<file path="config.mk">
export PLATFORM = sky130hd
export DESIGN_NAME = row_consumer
export DESIGN_NICKNAME = d
export VERILOG_FILES = /design/src/row_pkg.sv /design/src/channel_pair.sv /design/src/packet_parser.sv /design/src/idle_watchdog.sv /design/src/pattern_checker.sv /design/src/row_consumer.sv
export VERILOG_INCLUDE_DIRS = /design/src
export SDC_FILE = /design/constraint.sdc
export NUM_CORES = 1
export LEC_CHECK = 0
export ABC_AREA = 1
export ABC_CLOCK_PERIOD_IN_PS = 15360
export BUFFER_PORTS_ARGS = -buffer_cell sky130_fd_sc_hd__buf_4
export CAP_MARGIN = 20
export CORE_MARGIN = 2
export CORE_UTILIZATION = 37
export CTS_CLUSTER_SIZE = 14
export DETAILED_ROUTE_END_ITERATION = 7
export HOLD_SLACK_MARGIN = 0.02
export PLACE_DENSITY = 0.6
export SYNTH_ARGS = -nofsm -noshare
export SYNTH_HDL_FRONTEND = slang
export SYNTH_SLANG_ARGS = --single-unit
</file>
<file path="constraint.sdc">
create_clock -name clk -period 15.36 [get_ports clk]
set_input_delay 3.072 -clock clk [delete_from_list [all_inputs] [get_ports clk]]
set_output_delay 3.072 -clock clk [all_outputs]
set_load 0.05 [all_outputs]
</file>
<file path="src/row_consts.svh">
// Row consumer constants: stream widths, row geometry, request code, timeout, pattern masks
`ifndef ROW_CONSTS_SVH
`define ROW_CONSTS_SVH

// ======================================================================
// Stream geometry
// ======================================================================
`define ROW_DATA_W       128        // Bits per input channel
`define ROW_BEAT_BYTES   32         // Both channels together
`define ROW_DATA_BEATS   8          // 256-byte row at 32 bytes per merged beat

// ======================================================================
// Packet decode
// ======================================================================
`define ROW_REQ_TYPE     1          // Top byte of ch1 marks an AXI request
`define ROW_WORD_W       32         // Request fields and integrity words

// Stall detection, in clock cycles
`define ROW_IDLE_TIMEOUT 64

// ======================================================================
// Integrity pattern masks, applied to the base word in turn
// ======================================================================
`define ROW_MASK_1       32'hFFFF_FFFF
`define ROW_MASK_2       32'hAAAA_AAAA   // Alternating, top bit set
`define ROW_MASK_3       32'h5555_5555   // Alternating, bottom bit set

`endif

</file>
<file path="src/row_pkg.sv">
// Row consumer types: vector widths, stream beat structs, request struct and parser states
`include "row_consts.svh"

package row_pkg;

    // ==================================================================
    // Plain vectors with a meaning
    // ==================================================================
    typedef logic [`ROW_DATA_W-1:0] chan_data_t;   // One channel's TDATA
    typedef logic [`ROW_WORD_W-1:0] row_word_t;    // Integrity or request word
    typedef logic [31:0]            count_t;       // Row and error counters
    typedef logic [15:0]            wd_count_t;    // Idle watchdog
    typedef logic [7:0]             pkt_type_t;    // Packet type byte

    // ==================================================================
    // Grouped signals
    // ==================================================================

    // One beat on an input channel, TKEEP not carried
    typedef struct packed {
        chan_data_t data;
        logic       last;
    } axis_beat_t;

    // Merged beat, ch1 carries the packet type in its top byte
    typedef struct packed {
        chan_data_t ch0;
        chan_data_t ch1;
        logic [1:0] last;   // Bit 1 from ch1, bit 0 from ch0
    } beat_pair_t;

    // AXI read/write request, 65 bits
    typedef struct packed {
        logic      mode;    // 1 = write
        row_word_t data;
        row_word_t addr;
    } axi_req_t;

    // Packet parser states
    typedef enum logic [1:0] {
        HDR_WAIT,           // Header or request expected
        ROW_DATA,           // Collecting row data beats
        FTR_WAIT            // Footer completes the row
    } parse_state_t;

endpackage

</file>
<file path="src/channel_pair.sv">
// Channel pairing: one beat buffer per AXI-Stream input, merged pair out once both are full
`timescale 1ns/1ps
`include "row_consts.svh"

module channel_pair
    import row_pkg::*;
(
    input  logic       clk,
    input  logic       rst_n,
    input  logic       ch0_valid,
    input  axis_beat_t ch0,
    output logic       ch0_ready,
    input  logic       ch1_valid,
    input  axis_beat_t ch1,
    output logic       ch1_ready,
    output logic       pair_valid,
    output beat_pair_t pair,
    input  logic       pair_ready
);

    logic       full0, full1;     // Buffer holds a beat
    axis_beat_t buf0, buf1;
    logic       xfer0, xfer1;     // Input handshakes
    logic       consume;          // Pair taken downstream

    // ==================================================================
    // Handshakes
    // ==================================================================
    assign pair_valid = full0 & full1;
    assign consume    = pair_valid & pair_ready;

    // Free buffer, or one being emptied this cycle
    assign ch0_ready = ~full0 | consume;
    assign ch1_ready = ~full1 | consume;

    assign xfer0 = ch0_valid & ch0_ready;
    assign xfer1 = ch1_valid & ch1_ready;

    // ==================================================================
    // Full flags
    // ==================================================================
    always_ff @(posedge clk or negedge rst_n) begin
        if (!rst_n) begin
            full0 <= 1'b0;
            full1 <= 1'b0;
        end else begin
            if (xfer0)        full0 <= 1'b1;   // Refill wins over drain
            else if (consume) full0 <= 1'b0;
            if (xfer1)        full1 <= 1'b1;
            else if (consume) full1 <= 1'b0;
        end
    end

    // Beat payloads, loaded on transfer only
    always_ff @(posedge clk) begin
        if (xfer0) buf0 <= ch0;
        if (xfer1) buf1 <= ch1;
    end

    assign pair = '{ch0: buf0.data, ch1: buf1.data, last: {buf1.last, buf0.last}};

    // A held beat survives until the pair is taken
    a_hold0: assert property (@(posedge clk) disable iff (!rst_n)
        full0 && !consume |=> full0 && $stable(buf0));
    a_hold1: assert property (@(posedge clk) disable iff (!rst_n)
        full1 && !consume |=> full1 && $stable(buf1));

endmodule

</file>
<file path="src/packet_parser.sv">
// Packet parser: splits merged beats into AXI requests and rows, counts finished rows
`timescale 1ns/1ps
`include "row_consts.svh"

module packet_parser
    import row_pkg::*;
(
    input  logic       clk,
    input  logic       rst_n,
    input  logic       pair_valid,
    input  beat_pair_t pair,
    output logic       pair_ready,
    input  logic       new_dataset,
    output logic       req_valid,
    output axi_req_t   req,
    input  logic       req_ready,
    output logic       data_beat,
    output logic       activity,
    output logic       row_done,
    output count_t     rows_rcvd
);

    localparam int BEAT_W = $clog2(`ROW_DATA_BEATS + 1);

    parse_state_t      state;
    logic [BEAT_W-1:0] beat_cnt;   // Data beats seen in this row
    logic              take;       // Pair consumed and not overridden
    logic              is_req;
    pkt_type_t         pkt_type;

    // ==================================================================
    // Decode of the current pair
    // ==================================================================
    assign pkt_type   = pkt_type_t'(pair.ch1[`ROW_DATA_W-1 -: 8]);
    assign is_req     = (pkt_type == pkt_type_t'(`ROW_REQ_TYPE));
    assign pair_ready = ~req_valid;                 // Request back-pressure
    assign take       = pair_valid & pair_ready & ~new_dataset;

    assign data_beat = take & (state == ROW_DATA);
    assign activity  = take & ((state == ROW_DATA) | (state == HDR_WAIT & ~is_req));

    // ==================================================================
    // Parser FSM and row counter
    // ==================================================================
    always_ff @(posedge clk or negedge rst_n) begin
        if (!rst_n) begin
            state     <= HDR_WAIT;
            beat_cnt  <= '0;
            req_valid <= 1'b0;
            row_done  <= 1'b0;
            rows_rcvd <= '0;
        end else begin
            row_done <= 1'b0;
            if (req_valid && req_ready) req_valid <= 1'b0;

            if (new_dataset) begin
                state     <= HDR_WAIT;               // Pair in this cycle dropped
                beat_cnt  <= '0;
                rows_rcvd <= '0;
            end else if (take) begin
                case (state)
                    HDR_WAIT: begin
                        if (is_req) begin
                            req_valid <= 1'b1;
                        end else begin
                            beat_cnt <= '0;          // Header opens a row
                            state    <= ROW_DATA;
                        end
                    end
                    ROW_DATA: begin
                        beat_cnt <= beat_cnt + 1'b1;
                        if (beat_cnt == BEAT_W'(`ROW_DATA_BEATS - 1)) state <= FTR_WAIT;
                    end
                    FTR_WAIT: begin
                        row_done  <= 1'b1;
                        rows_rcvd <= rows_rcvd + count_t'(1);
                        state     <= HDR_WAIT;
                    end
                    default: state <= HDR_WAIT;
                endcase
            end
        end
    end

    // Request fields from ch1, held until accepted
    always_ff @(posedge clk) begin
        if (take && state == HDR_WAIT && is_req) begin
            req.addr <= pair.ch1[`ROW_WORD_W-1:0];
            req.data <= pair.ch1[2*`ROW_WORD_W-1:`ROW_WORD_W];
            req.mode <= pair.ch1[2*`ROW_WORD_W];
        end
    end

    a_req_hold: assert property (@(posedge clk) disable iff (!rst_n)
        req_valid && !req_ready |=> req_valid && $stable(req));
    a_beat_max: assert property (@(posedge clk) disable iff (!rst_n)
        beat_cnt <= BEAT_W'(`ROW_DATA_BEATS));

endmodule

</file>
<file path="src/idle_watchdog.sv">
// Idle watchdog: new-dataset edge detect, stall timer with underflow or job-done pulses, idle flag
`timescale 1ns/1ps
`include "row_consts.svh"

module idle_watchdog
    import row_pkg::*;
(
    input  logic clk,
    input  logic rst_n,
    input  logic requestor_idle,
    input  logic activity,
    output logic new_dataset,
    output logic underflow,
    output logic job_done,
    output logic idle
);

    logic      prev_idle;   // Requestor idle, one cycle back
    wd_count_t cnt;
    logic      expiring;    // Last cycle of the stall window

    // Falling edge of requestor_idle
    assign new_dataset = prev_idle & ~requestor_idle;
    assign expiring    = (cnt == wd_count_t'(1));

    // ==================================================================
    // Timer and outputs
    // ==================================================================
    always_ff @(posedge clk or negedge rst_n) begin
        if (!rst_n) begin
            prev_idle <= 1'b1;                 // Low at release counts as new dataset
            cnt       <= '0;
            underflow <= 1'b0;
            job_done  <= 1'b0;
            idle      <= 1'b0;
        end else begin
            prev_idle <= requestor_idle;
            if (activity)           cnt <= wd_count_t'(`ROW_IDLE_TIMEOUT);
            else if (cnt != '0)     cnt <= cnt - 1'b1;

            underflow <= expiring & ~requestor_idle;   // Stream starved
            job_done  <= expiring & requestor_idle;    // Requestor finished

            if (new_dataset)                          idle <= 1'b0;
            else if (cnt == '0 && requestor_idle)     idle <= 1'b1;
        end
    end

    a_excl: assert property (@(posedge clk) disable iff (!rst_n)
        !(underflow && job_done));

endmodule

</file>
<file path="src/pattern_checker.sv">
// Pattern checker: tests row data beats against the XOR integrity pattern, counts bad beats
`timescale 1ns/1ps
`include "row_consts.svh"

module pattern_checker
    import row_pkg::*;
(
    input  logic       clk,
    input  logic       rst_n,
    input  logic       data_beat,
    input  beat_pair_t pair,
    input  logic       new_dataset,
    output count_t     errors
);

    // Integrity words per channel
    localparam int WORDS = (`ROW_BEAT_BYTES * 8) / (2 * `ROW_WORD_W);

    logic bad;

    // ==================================================================
    // Pattern rule: word k = word 0 ^ mask(k mod 4), mask 0 being none
    // ==================================================================
    function automatic logic chan_bad(input chan_data_t d);
        row_word_t base;
        row_word_t mask;
        logic      miss;
        base = d[`ROW_WORD_W-1:0];
        miss = 1'b0;
        for (int k = 1; k < WORDS; k++) begin
            case (k % 4)
                1:       mask = `ROW_MASK_1;
                2:       mask = `ROW_MASK_2;
                3:       mask = `ROW_MASK_3;
                default: mask = '0;
            endcase
            if (d[k*`ROW_WORD_W +: `ROW_WORD_W] != (base ^ mask)) miss = 1'b1;
        end
        return miss;
    endfunction

    assign bad = chan_bad(pair.ch0) | chan_bad(pair.ch1);   // One count per beat

    always_ff @(posedge clk or negedge rst_n) begin
        if (!rst_n) begin
            errors <= '0;
        end else if (new_dataset) begin
            errors <= '0;
        end else if (data_beat && bad) begin
            errors <= errors + count_t'(1);
        end
    end

endmodule

</file>
<file path="src/row_consumer.sv">
// Row consumer top: pairs two AXI-Stream inputs, parses requests and rows, checks and watches idle
`timescale 1ns/1ps

module row_consumer
    import row_pkg::*;
(
    input  logic       clk,
    input  logic       rst_n,
    input  logic       ch0_valid,
    input  axis_beat_t ch0,
    output logic       ch0_ready,
    input  logic       ch1_valid,
    input  axis_beat_t ch1,
    output logic       ch1_ready,
    output logic       req_valid,
    output axi_req_t   req,
    input  logic       req_ready,
    input  logic       requestor_idle,
    output logic       row_done,
    output logic       underflow,
    output logic       job_done,
    output logic       idle,
    output count_t     rows_rcvd,
    output count_t     errors
);

    // ==================================================================
    // Internal links
    // ==================================================================
    logic       pair_valid, pair_ready;
    beat_pair_t pair;
    logic       data_beat;      // Row data pair taken
    logic       activity;       // Header or data pair taken
    logic       new_dataset;

    channel_pair u_pair (
        .clk, .rst_n,
        .ch0_valid, .ch0, .ch0_ready,
        .ch1_valid, .ch1, .ch1_ready,
        .pair_valid, .pair, .pair_ready
    );

    packet_parser u_parser (
        .clk, .rst_n,
        .pair_valid, .pair, .pair_ready,
        .new_dataset,
        .req_valid, .req, .req_ready,
        .data_beat, .activity,
        .row_done, .rows_rcvd
    );

    idle_watchdog u_wdog (
        .clk, .rst_n,
        .requestor_idle, .activity,
        .new_dataset, .underflow, .job_done, .idle
    );

    pattern_checker u_check (
        .clk, .rst_n,
        .data_beat, .pair, .new_dataset,
        .errors
    );

endmodule

</file>
**Word-level counts from Yosys, hierarchy flattened**

Index checks and enable logic that the tools add are counted.

- Reductions and logical operators: 19
- Add/sub/neg operators: 4
- Eq/ne operators: 13
- Bitwise gates (word level): 27
- Multiplexer cells: 35

Operators by type and width:

| kind | count |
|---|---|
| != test 32 bit | 6 |
| two-way mux 32 bit | 5 |
| adder 32 x 1 -> 32 bit (second input constant) | 2 |
| NOT 16 bit | 4 |
| NOT 32 bit | 2 |
| two-way mux 16 bit | 2 |
| two-way mux 1 bit | 19 |
| == test 16 x 1 -> 1 bit (second input constant) | 1 |
| zero test 16 bit | 1 |
| nonzero test 16 bit | 1 |
| subtractor 16 x 1 -> 16 bit (second input constant) | 1 |
| nonzero test 2 bit | 7 |
| two-way mux 4 bit | 3 |
| AND 1 bit | 11 |
| == test 8 x 1 -> 1 bit (second input constant) | 1 |
| two-way mux 2 bit | 4 |
| one-hot mux 4 bit (2 select lines) | 1 |
| != test 3 x 2 -> 1 bit (second input constant) | 2 |
| NOT 1 bit | 6 |
| AND reduction 3 bit | 2 |
| logical AND 1 bit | 5 |
| adder 4 x 1 -> 4 bit (second input constant) | 1 |
| == test 4 x 3 -> 1 bit (second input constant) | 1 |
| OR 1 bit | 4 |
| 6 further kinds | 6 |

- Flip-flop bits (word level): 415
- Word-level logic and storage cells: 116
- Input bits: 264
- Output and inout port bits: 136

**Depth between registers and ports, before layout**

- Depth in word-level cells: 9
- Gate-level depth with buffers: 15

**By module**

A second synthesis with hierarchy kept.

- Cells, all modules: 1,779
- Area, all modules: 18,719.2 µm²

By module, submodules not included:

| module | cells each | times used | sequential area each (µm²) | area an instance (µm²) |
|---|---|---|---|---|
| channel_pair | 275 | 1 | 7,797.5 | 7,862.5 |
| pattern_checker | 907 | 1 | 800.8 | 5,255.0 |
| packet_parser | 438 | 1 | 2,952.8 | 4,429.2 |
| idle_watchdog | 159 | 1 | 501.7 | 1,172.4 |

**Least setup slack after synthesis**

Ideal clock, no wire load.

- Kind: input -> register
- Start: input ch1_valid
- End: register u_pair.buf1 (netlist bit u_pair.pair[100]), enable pin
- Setup slack: 5.426 ns
- Cell stages on the path: 2
- Arrival: 9.277 ns
- Setup time: 0.657 ns
- Path buffers: 0
- Cell sequence: inv_1 -> a21oi_1

- Word-level cells in the longest chain between the ends: 1

RTL lines:

| what | line | text |
|---|---|---|
| start: declaration | row_consumer.sv:12 | `input logic ch1_valid,` |
| AND 1 bit | channel_pair.sv:37 | `assign xfer1 = ch1_valid & ch1_ready;` |
| named net u_pair.xfer1 | channel_pair.sv:23 | `logic xfer0, xfer1;` |
| end signal: assignment | channel_pair.sv:57 | `if (xfer1) buf1 <= ch1;` |
| end: declaration | channel_pair.sv:22 | `axis_beat_t buf0, buf1;` |

The timed path passes the listed nets, and every way through them passes these cells.
A chain may end at the register's enable or synchronous reset.

**Worst setup path in the final report**

- Start: input requestor_idle
- End: register u_parser.rows_rcvd[8]

- Word-level cells in the longest chain between the ends: 6

RTL lines:

| what | line | text |
|---|---|---|
| start: declaration | row_consumer.sv:18 | `input logic requestor_idle,` |
| NOT 1 bit * | idle_watchdog.sv:23 | `assign new_dataset = prev_idle & ~requestor_idle;` |
| AND 1 bit * | idle_watchdog.sv:23 |  |
| NOT 1 bit | packet_parser.sv:37 | `assign take = pair_valid & pair_ready & ~new_dataset;` |
| AND 1 bit | packet_parser.sv:37 |  |
| nonzero test 2 bit (no line) | -- |  |
| AND reduction 2 bit (no line) | -- |  |
| end signal: assignment | packet_parser.sv:76 | `rows_rcvd <= rows_rcvd + count_t'(1);` |
| end: declaration | packet_parser.sv:20 | `output count_t rows_rcvd` |

Every way passes the cells marked *; elsewhere a longest branch is shown, timed or not.

==> impl_metrics.csv <==
group,metric,value,unit
outcome,outcome,"finished, final reports clean",
synth,synth_area_leaders,"edfxtp_1 50%, dfrtp_1 12%, nand2_1 9.6%, nor2_1 5.6%, inv_1 4.5%",
place,gp_congestion,0.990,
worst_setup_path,crit_top_cell,"a21oi_1",
worst_setup_path,crit_path_max_incr_delay,900,ps
worst_setup_path,crit_family,"buffers and inverters",
timing,rsz0062_at_grt,"false",
global_route,grt_max_degree,83,
floorplanning,die_x,232,um
floorplanning,core,51400,um^2
drt,drc,0,
floorplanning,initial_core_util,37.4,%
power_and_ir_drop,p_leak,10.7,nW
power_and_ir_drop,p_sw_share,28.1,%
final_layout,nFillCells,4786,
clock_tree,cts.htree.levels,2,
power_and_ir_drop,power_density,122,nW/um^2
timing,setup_viol,0,
synth,synth_fp_nets,2207,
drt,wl_per_cell,19.3,um
clock_tree,path_clk_slew,60,ps
clock_tree,cts_setup_buffers,0,
final_layout,final_util,47.8,%
synth,yosys_warnings,0,
clock_tree,cts_buffers,47,
timing,tightest_slew,1050,ps
synth,synth_edf_count,321,
worst_setup_path,critical_path_arrival,6160,ps
power_and_ir_drop,ir_drop,0.0821,mV
floorplanning,ioPinCount,400,
worst_setup_path,crit_cells,10,
timing,clock.fmax,176,MHz
synth,syn_area,19300,um^2
power_and_ir_drop,p_sw,0.000843,W
worst_setup_path,end_kind,"flop",
min_path,hold_path_depth,0,
timing,hold_viol_final,0,
clock_tree,cts_sinks,415,
final_layout,nets,2634,
floorplanning,dieArea,53900,um^2
timing,slew_headroom,29.9,%
global_route,grt_pass1_wl,86600,um
drt,wl,59600,um
worst_setup_path,worstPathCellList,"buf_4, inv_1, nand2_1, buf_4, inv_1, nor2_1, clkinv_1, a21oi_1, a21oi_1, a21oi_1",
synth,dominantRegCellSynth,"edfxtp_1",
synth,synth_seq_area_share,62.3,%
global_route,grt_overflow,0,
clock_tree,cts_buffer_depth,3,
worst_setup_path,cp_max_fo,50,
min_path,min_path_type,"flop to flop",
floorplanning,die_h,232,um
place,postPlaceCellArea,23000,um^2
clock_tree,clock-root-buffer,"clkbuf_16",
synth,syn_avg_cell_area,9.94,um^2
final_layout,fin_area,24600,um^2
worst_setup_path,cp.required,15850,ps
clock_tree,clk_latency,590,ps
power_and_ir_drop,pwr-share-clk,38.5,%
global_route,antenna_found_initial,15,
synth,ys_seq_elements,415,
power_and_ir_drop,sequentialPowerShare,46.5,%
timing,tns,0,ps
final_layout,drive_gt1_share,21.4,%
timing,final-max-slew-violation-count,0,
timing,min_period,5670,ps
drt,drtAntennaViolNets,0,
synth,synthCells,1937,
drt,vias,14900,
timing,finClkSkew,20.8,ps
place,port_buffers,397,
clock_tree,cts_tree,"yes",
final_layout,area_growth_syn_to_layout,27.6,%
timing,period_share,36.9,%
drt,vias_per_cell,4.83,
synth,ys_async_sr_fraction,22.7,%
power_and_ir_drop,power_frac_comb,14.9,%
power_and_ir_drop,internal_power,0.00216,W
worst_setup_path,setup.worst_path.class,"input port to flop",
clock_tree,cts_hold_buf,0,
worst_setup_path,start_kind,"input port",
synth,ys_types,50,
floorplanning,rows,83,
drt,first_iter_violations,1262,
drt,drt_first_pass_iters,5,
synth,yosys.area.top_type_share,50.1,%
worst_setup_path,r2r_cells,8,
worst_setup_path,critPathSlowestCell,"nor2_1",
synth,synth_top_area_cell,"edfxtp_1",
global_route,grt.total_usage,21.9,%
clock_tree,cts_resized,0,
place,hpwlAfterDp,46600,um
global_route,first_global_vias,14300,
run,drv_cap,0,
worst_setup_path,critPathBufInv,5,
-- sequential cells by signal, indices dropped and copies added, names as in the netlist --
signal / flops
u_wdog.idle: 1
u_pair.pair: 256
u_pair.full1: 1
u_pair.full0: 1
u_wdog.job_done: 1
u_parser.rows_rcvd: 32
u_wdog.prev_idle: 1
u_parser.req: 65
u_wdog.underflow: 1
u_check.errors: 32
u_parser.beat_cnt: 4
u_parser.req_valid: 1
u_parser.state: 2
u_wdog.cnt: 16
u_parser.row_done: 1
-- cells by family (layout without fill, tap and decap cells) --
logic type                 count (synthesis)  count (layout)  synth area share [%]
AOI/OAI and AO/OA                         99              99                  2.91
buffers and inverters                    261             725                  5.50
other                                      0               4                     0
and+or+nand+nor                         1006            1006                  22.1
adders and majority gates                  6               6                 0.390
DFF                                      415             415                  62.3
xor gates and xnor gates                 150             150                  6.82
-- power by group through the flow --
| stage | sequential [W] | clock [W] | combinational, W |
|---|---|---|---|
| finish | 0.00140 | 0.00116 | 0.000448 |
| global placement | 0.00141 | 0 | 0.000442 |
| floorplan | 0.00143 | 0 | 0.000269 |
| global route | 0.00141 | 0.00123 | 0.000497 |
| detailed placement | 0.00142 | 0 | 0.000450 |
| CTS | 0.00140 | 0.00118 | 0.000452 |
-- per-stage QoR --
stage,power [W],hold slack [ps],std cells,setup WS [ps]
2_1_floorplan,0.00170,425,1937,5430
3_3_place_gp,0.00186,459,2995,9240
3_5_place_dp,0.00187,457,2995,9130
4_1_cts,0.00303,471,3081,9730
5_1_grt,0.00313,474,3084,9470
6_report,0.00300,474,3085,9690
-- final cells by class --
type                            count  area (um^2)  area share (%)
Timing Repair Buffer              405         3040            12.4
Clock buffer                       50         1190            4.83
Tap cell                          680          851            3.46
Inverter                          234          878            3.58
Multi-Input combinational cell   1261         6230            25.4
Antenna cell                        4         10.0          0.0407
Sequential cell                   415        12000            48.8
Clock inverter                     36          380            1.55
-- cell usage in the layout (no fill, tap or decap), types with 5 or more instances in the layout --
| cell | instances |
|---|---|
| a21oi_1 | 37 |
| and2_1 | 10 |
| buf_4 | 405 |
| bufinv_16 | 7 |
| clkbuf_16 | 47 |
| clkinv_1 | 9 |
| clkinv_2 | 13 |
| dfrtp_1 | 93 |
| edfxtp_1 | 321 |
| ha_1 | 6 |
| inv_1 | 230 |
| nand2_1 | 494 |
| nand3_1 | 97 |
| nand3_2 | 5 |
| nand4_1 | 55 |
| nor2_1 | 288 |
| nor2_2 | 5 |
| nor3_1 | 23 |
| nor4_1 | 7 |
| o21ai_0 | 30 |
| o22ai_1 | 9 |
| or2_2 | 7 |
| xnor2_1 | 76 |
| xor2_1 | 74 |
-- per-layer routing --
layer	GRT usage, %	routed length [um]	vias to the layer above
li1	-	-	7207
met1	28.3	24400	6987
met2	37.2	29300	600
met3	4.87	4530	89
met4	5.27	1200	22
met5	0	148	-
-- path summary, 6_finish.rpt --
kind / from / slack, ps / endpoint
max: requestor_idle / 9690 / u_parser.rows_rcvd[8]
min: u_pair.pair[64] / 470 / u_parser.req[62]
max reg2reg: u_wdog.prev_idle / 11980 / u_parser.rows_rcvd[8]
min reg2reg: u_pair.pair[64] / 470 / u_parser.req[62]
max in group asynchronous: rst_n / 11700 / u_parser.rows_rcvd[8]
min in group asynchronous: rst_n / 2400 / u_check.errors[27]
-- worst register-to-register path, stage by stage, from the launching register on --
cell and delay [ps]:
dfstp_2 360, nand2_1 50, buf_4 490, inv_1 470, nor2_1 900, clkinv_1 560
a21oi_1 250, a21oi_1 60, a21oi_1 150
-- synthesized netlist by cell type, types with 3 or more instances --
| master | number |
|---|---|
| or2_2 | 7 |
| o21ai_0 | 30 |
| nand3_1 | 97 |
| nand4_1 | 55 |
| nor2_2 | 5 |
| nor4_1 | 7 |
| o22ai_1 | 9 |
| clkbuf_1 | 4 |
| edfxtp_1 | 321 |
| o21a_1 | 3 |
| xor2_1 | 74 |
| and2_1 | 10 |
| xnor2_1 | 76 |
| buf_4 | 4 |
| clkbuf_2 | 7 |
| nor3_2 | 3 |
| clkinv_1 | 3 |
| nor3_1 | 23 |
| dfrtp_1 | 93 |
| nand3b_1 | 3 |
| nand2_1 | 494 |
| nand3_2 | 5 |
| a31oi_1 | 4 |
| a21oi_1 | 39 |
| inv_1 | 230 |
| nor2_1 | 289 |
| buf_2 | 8 |
| ha_1 | 6 |
Power figures use the tool's default switching activity.
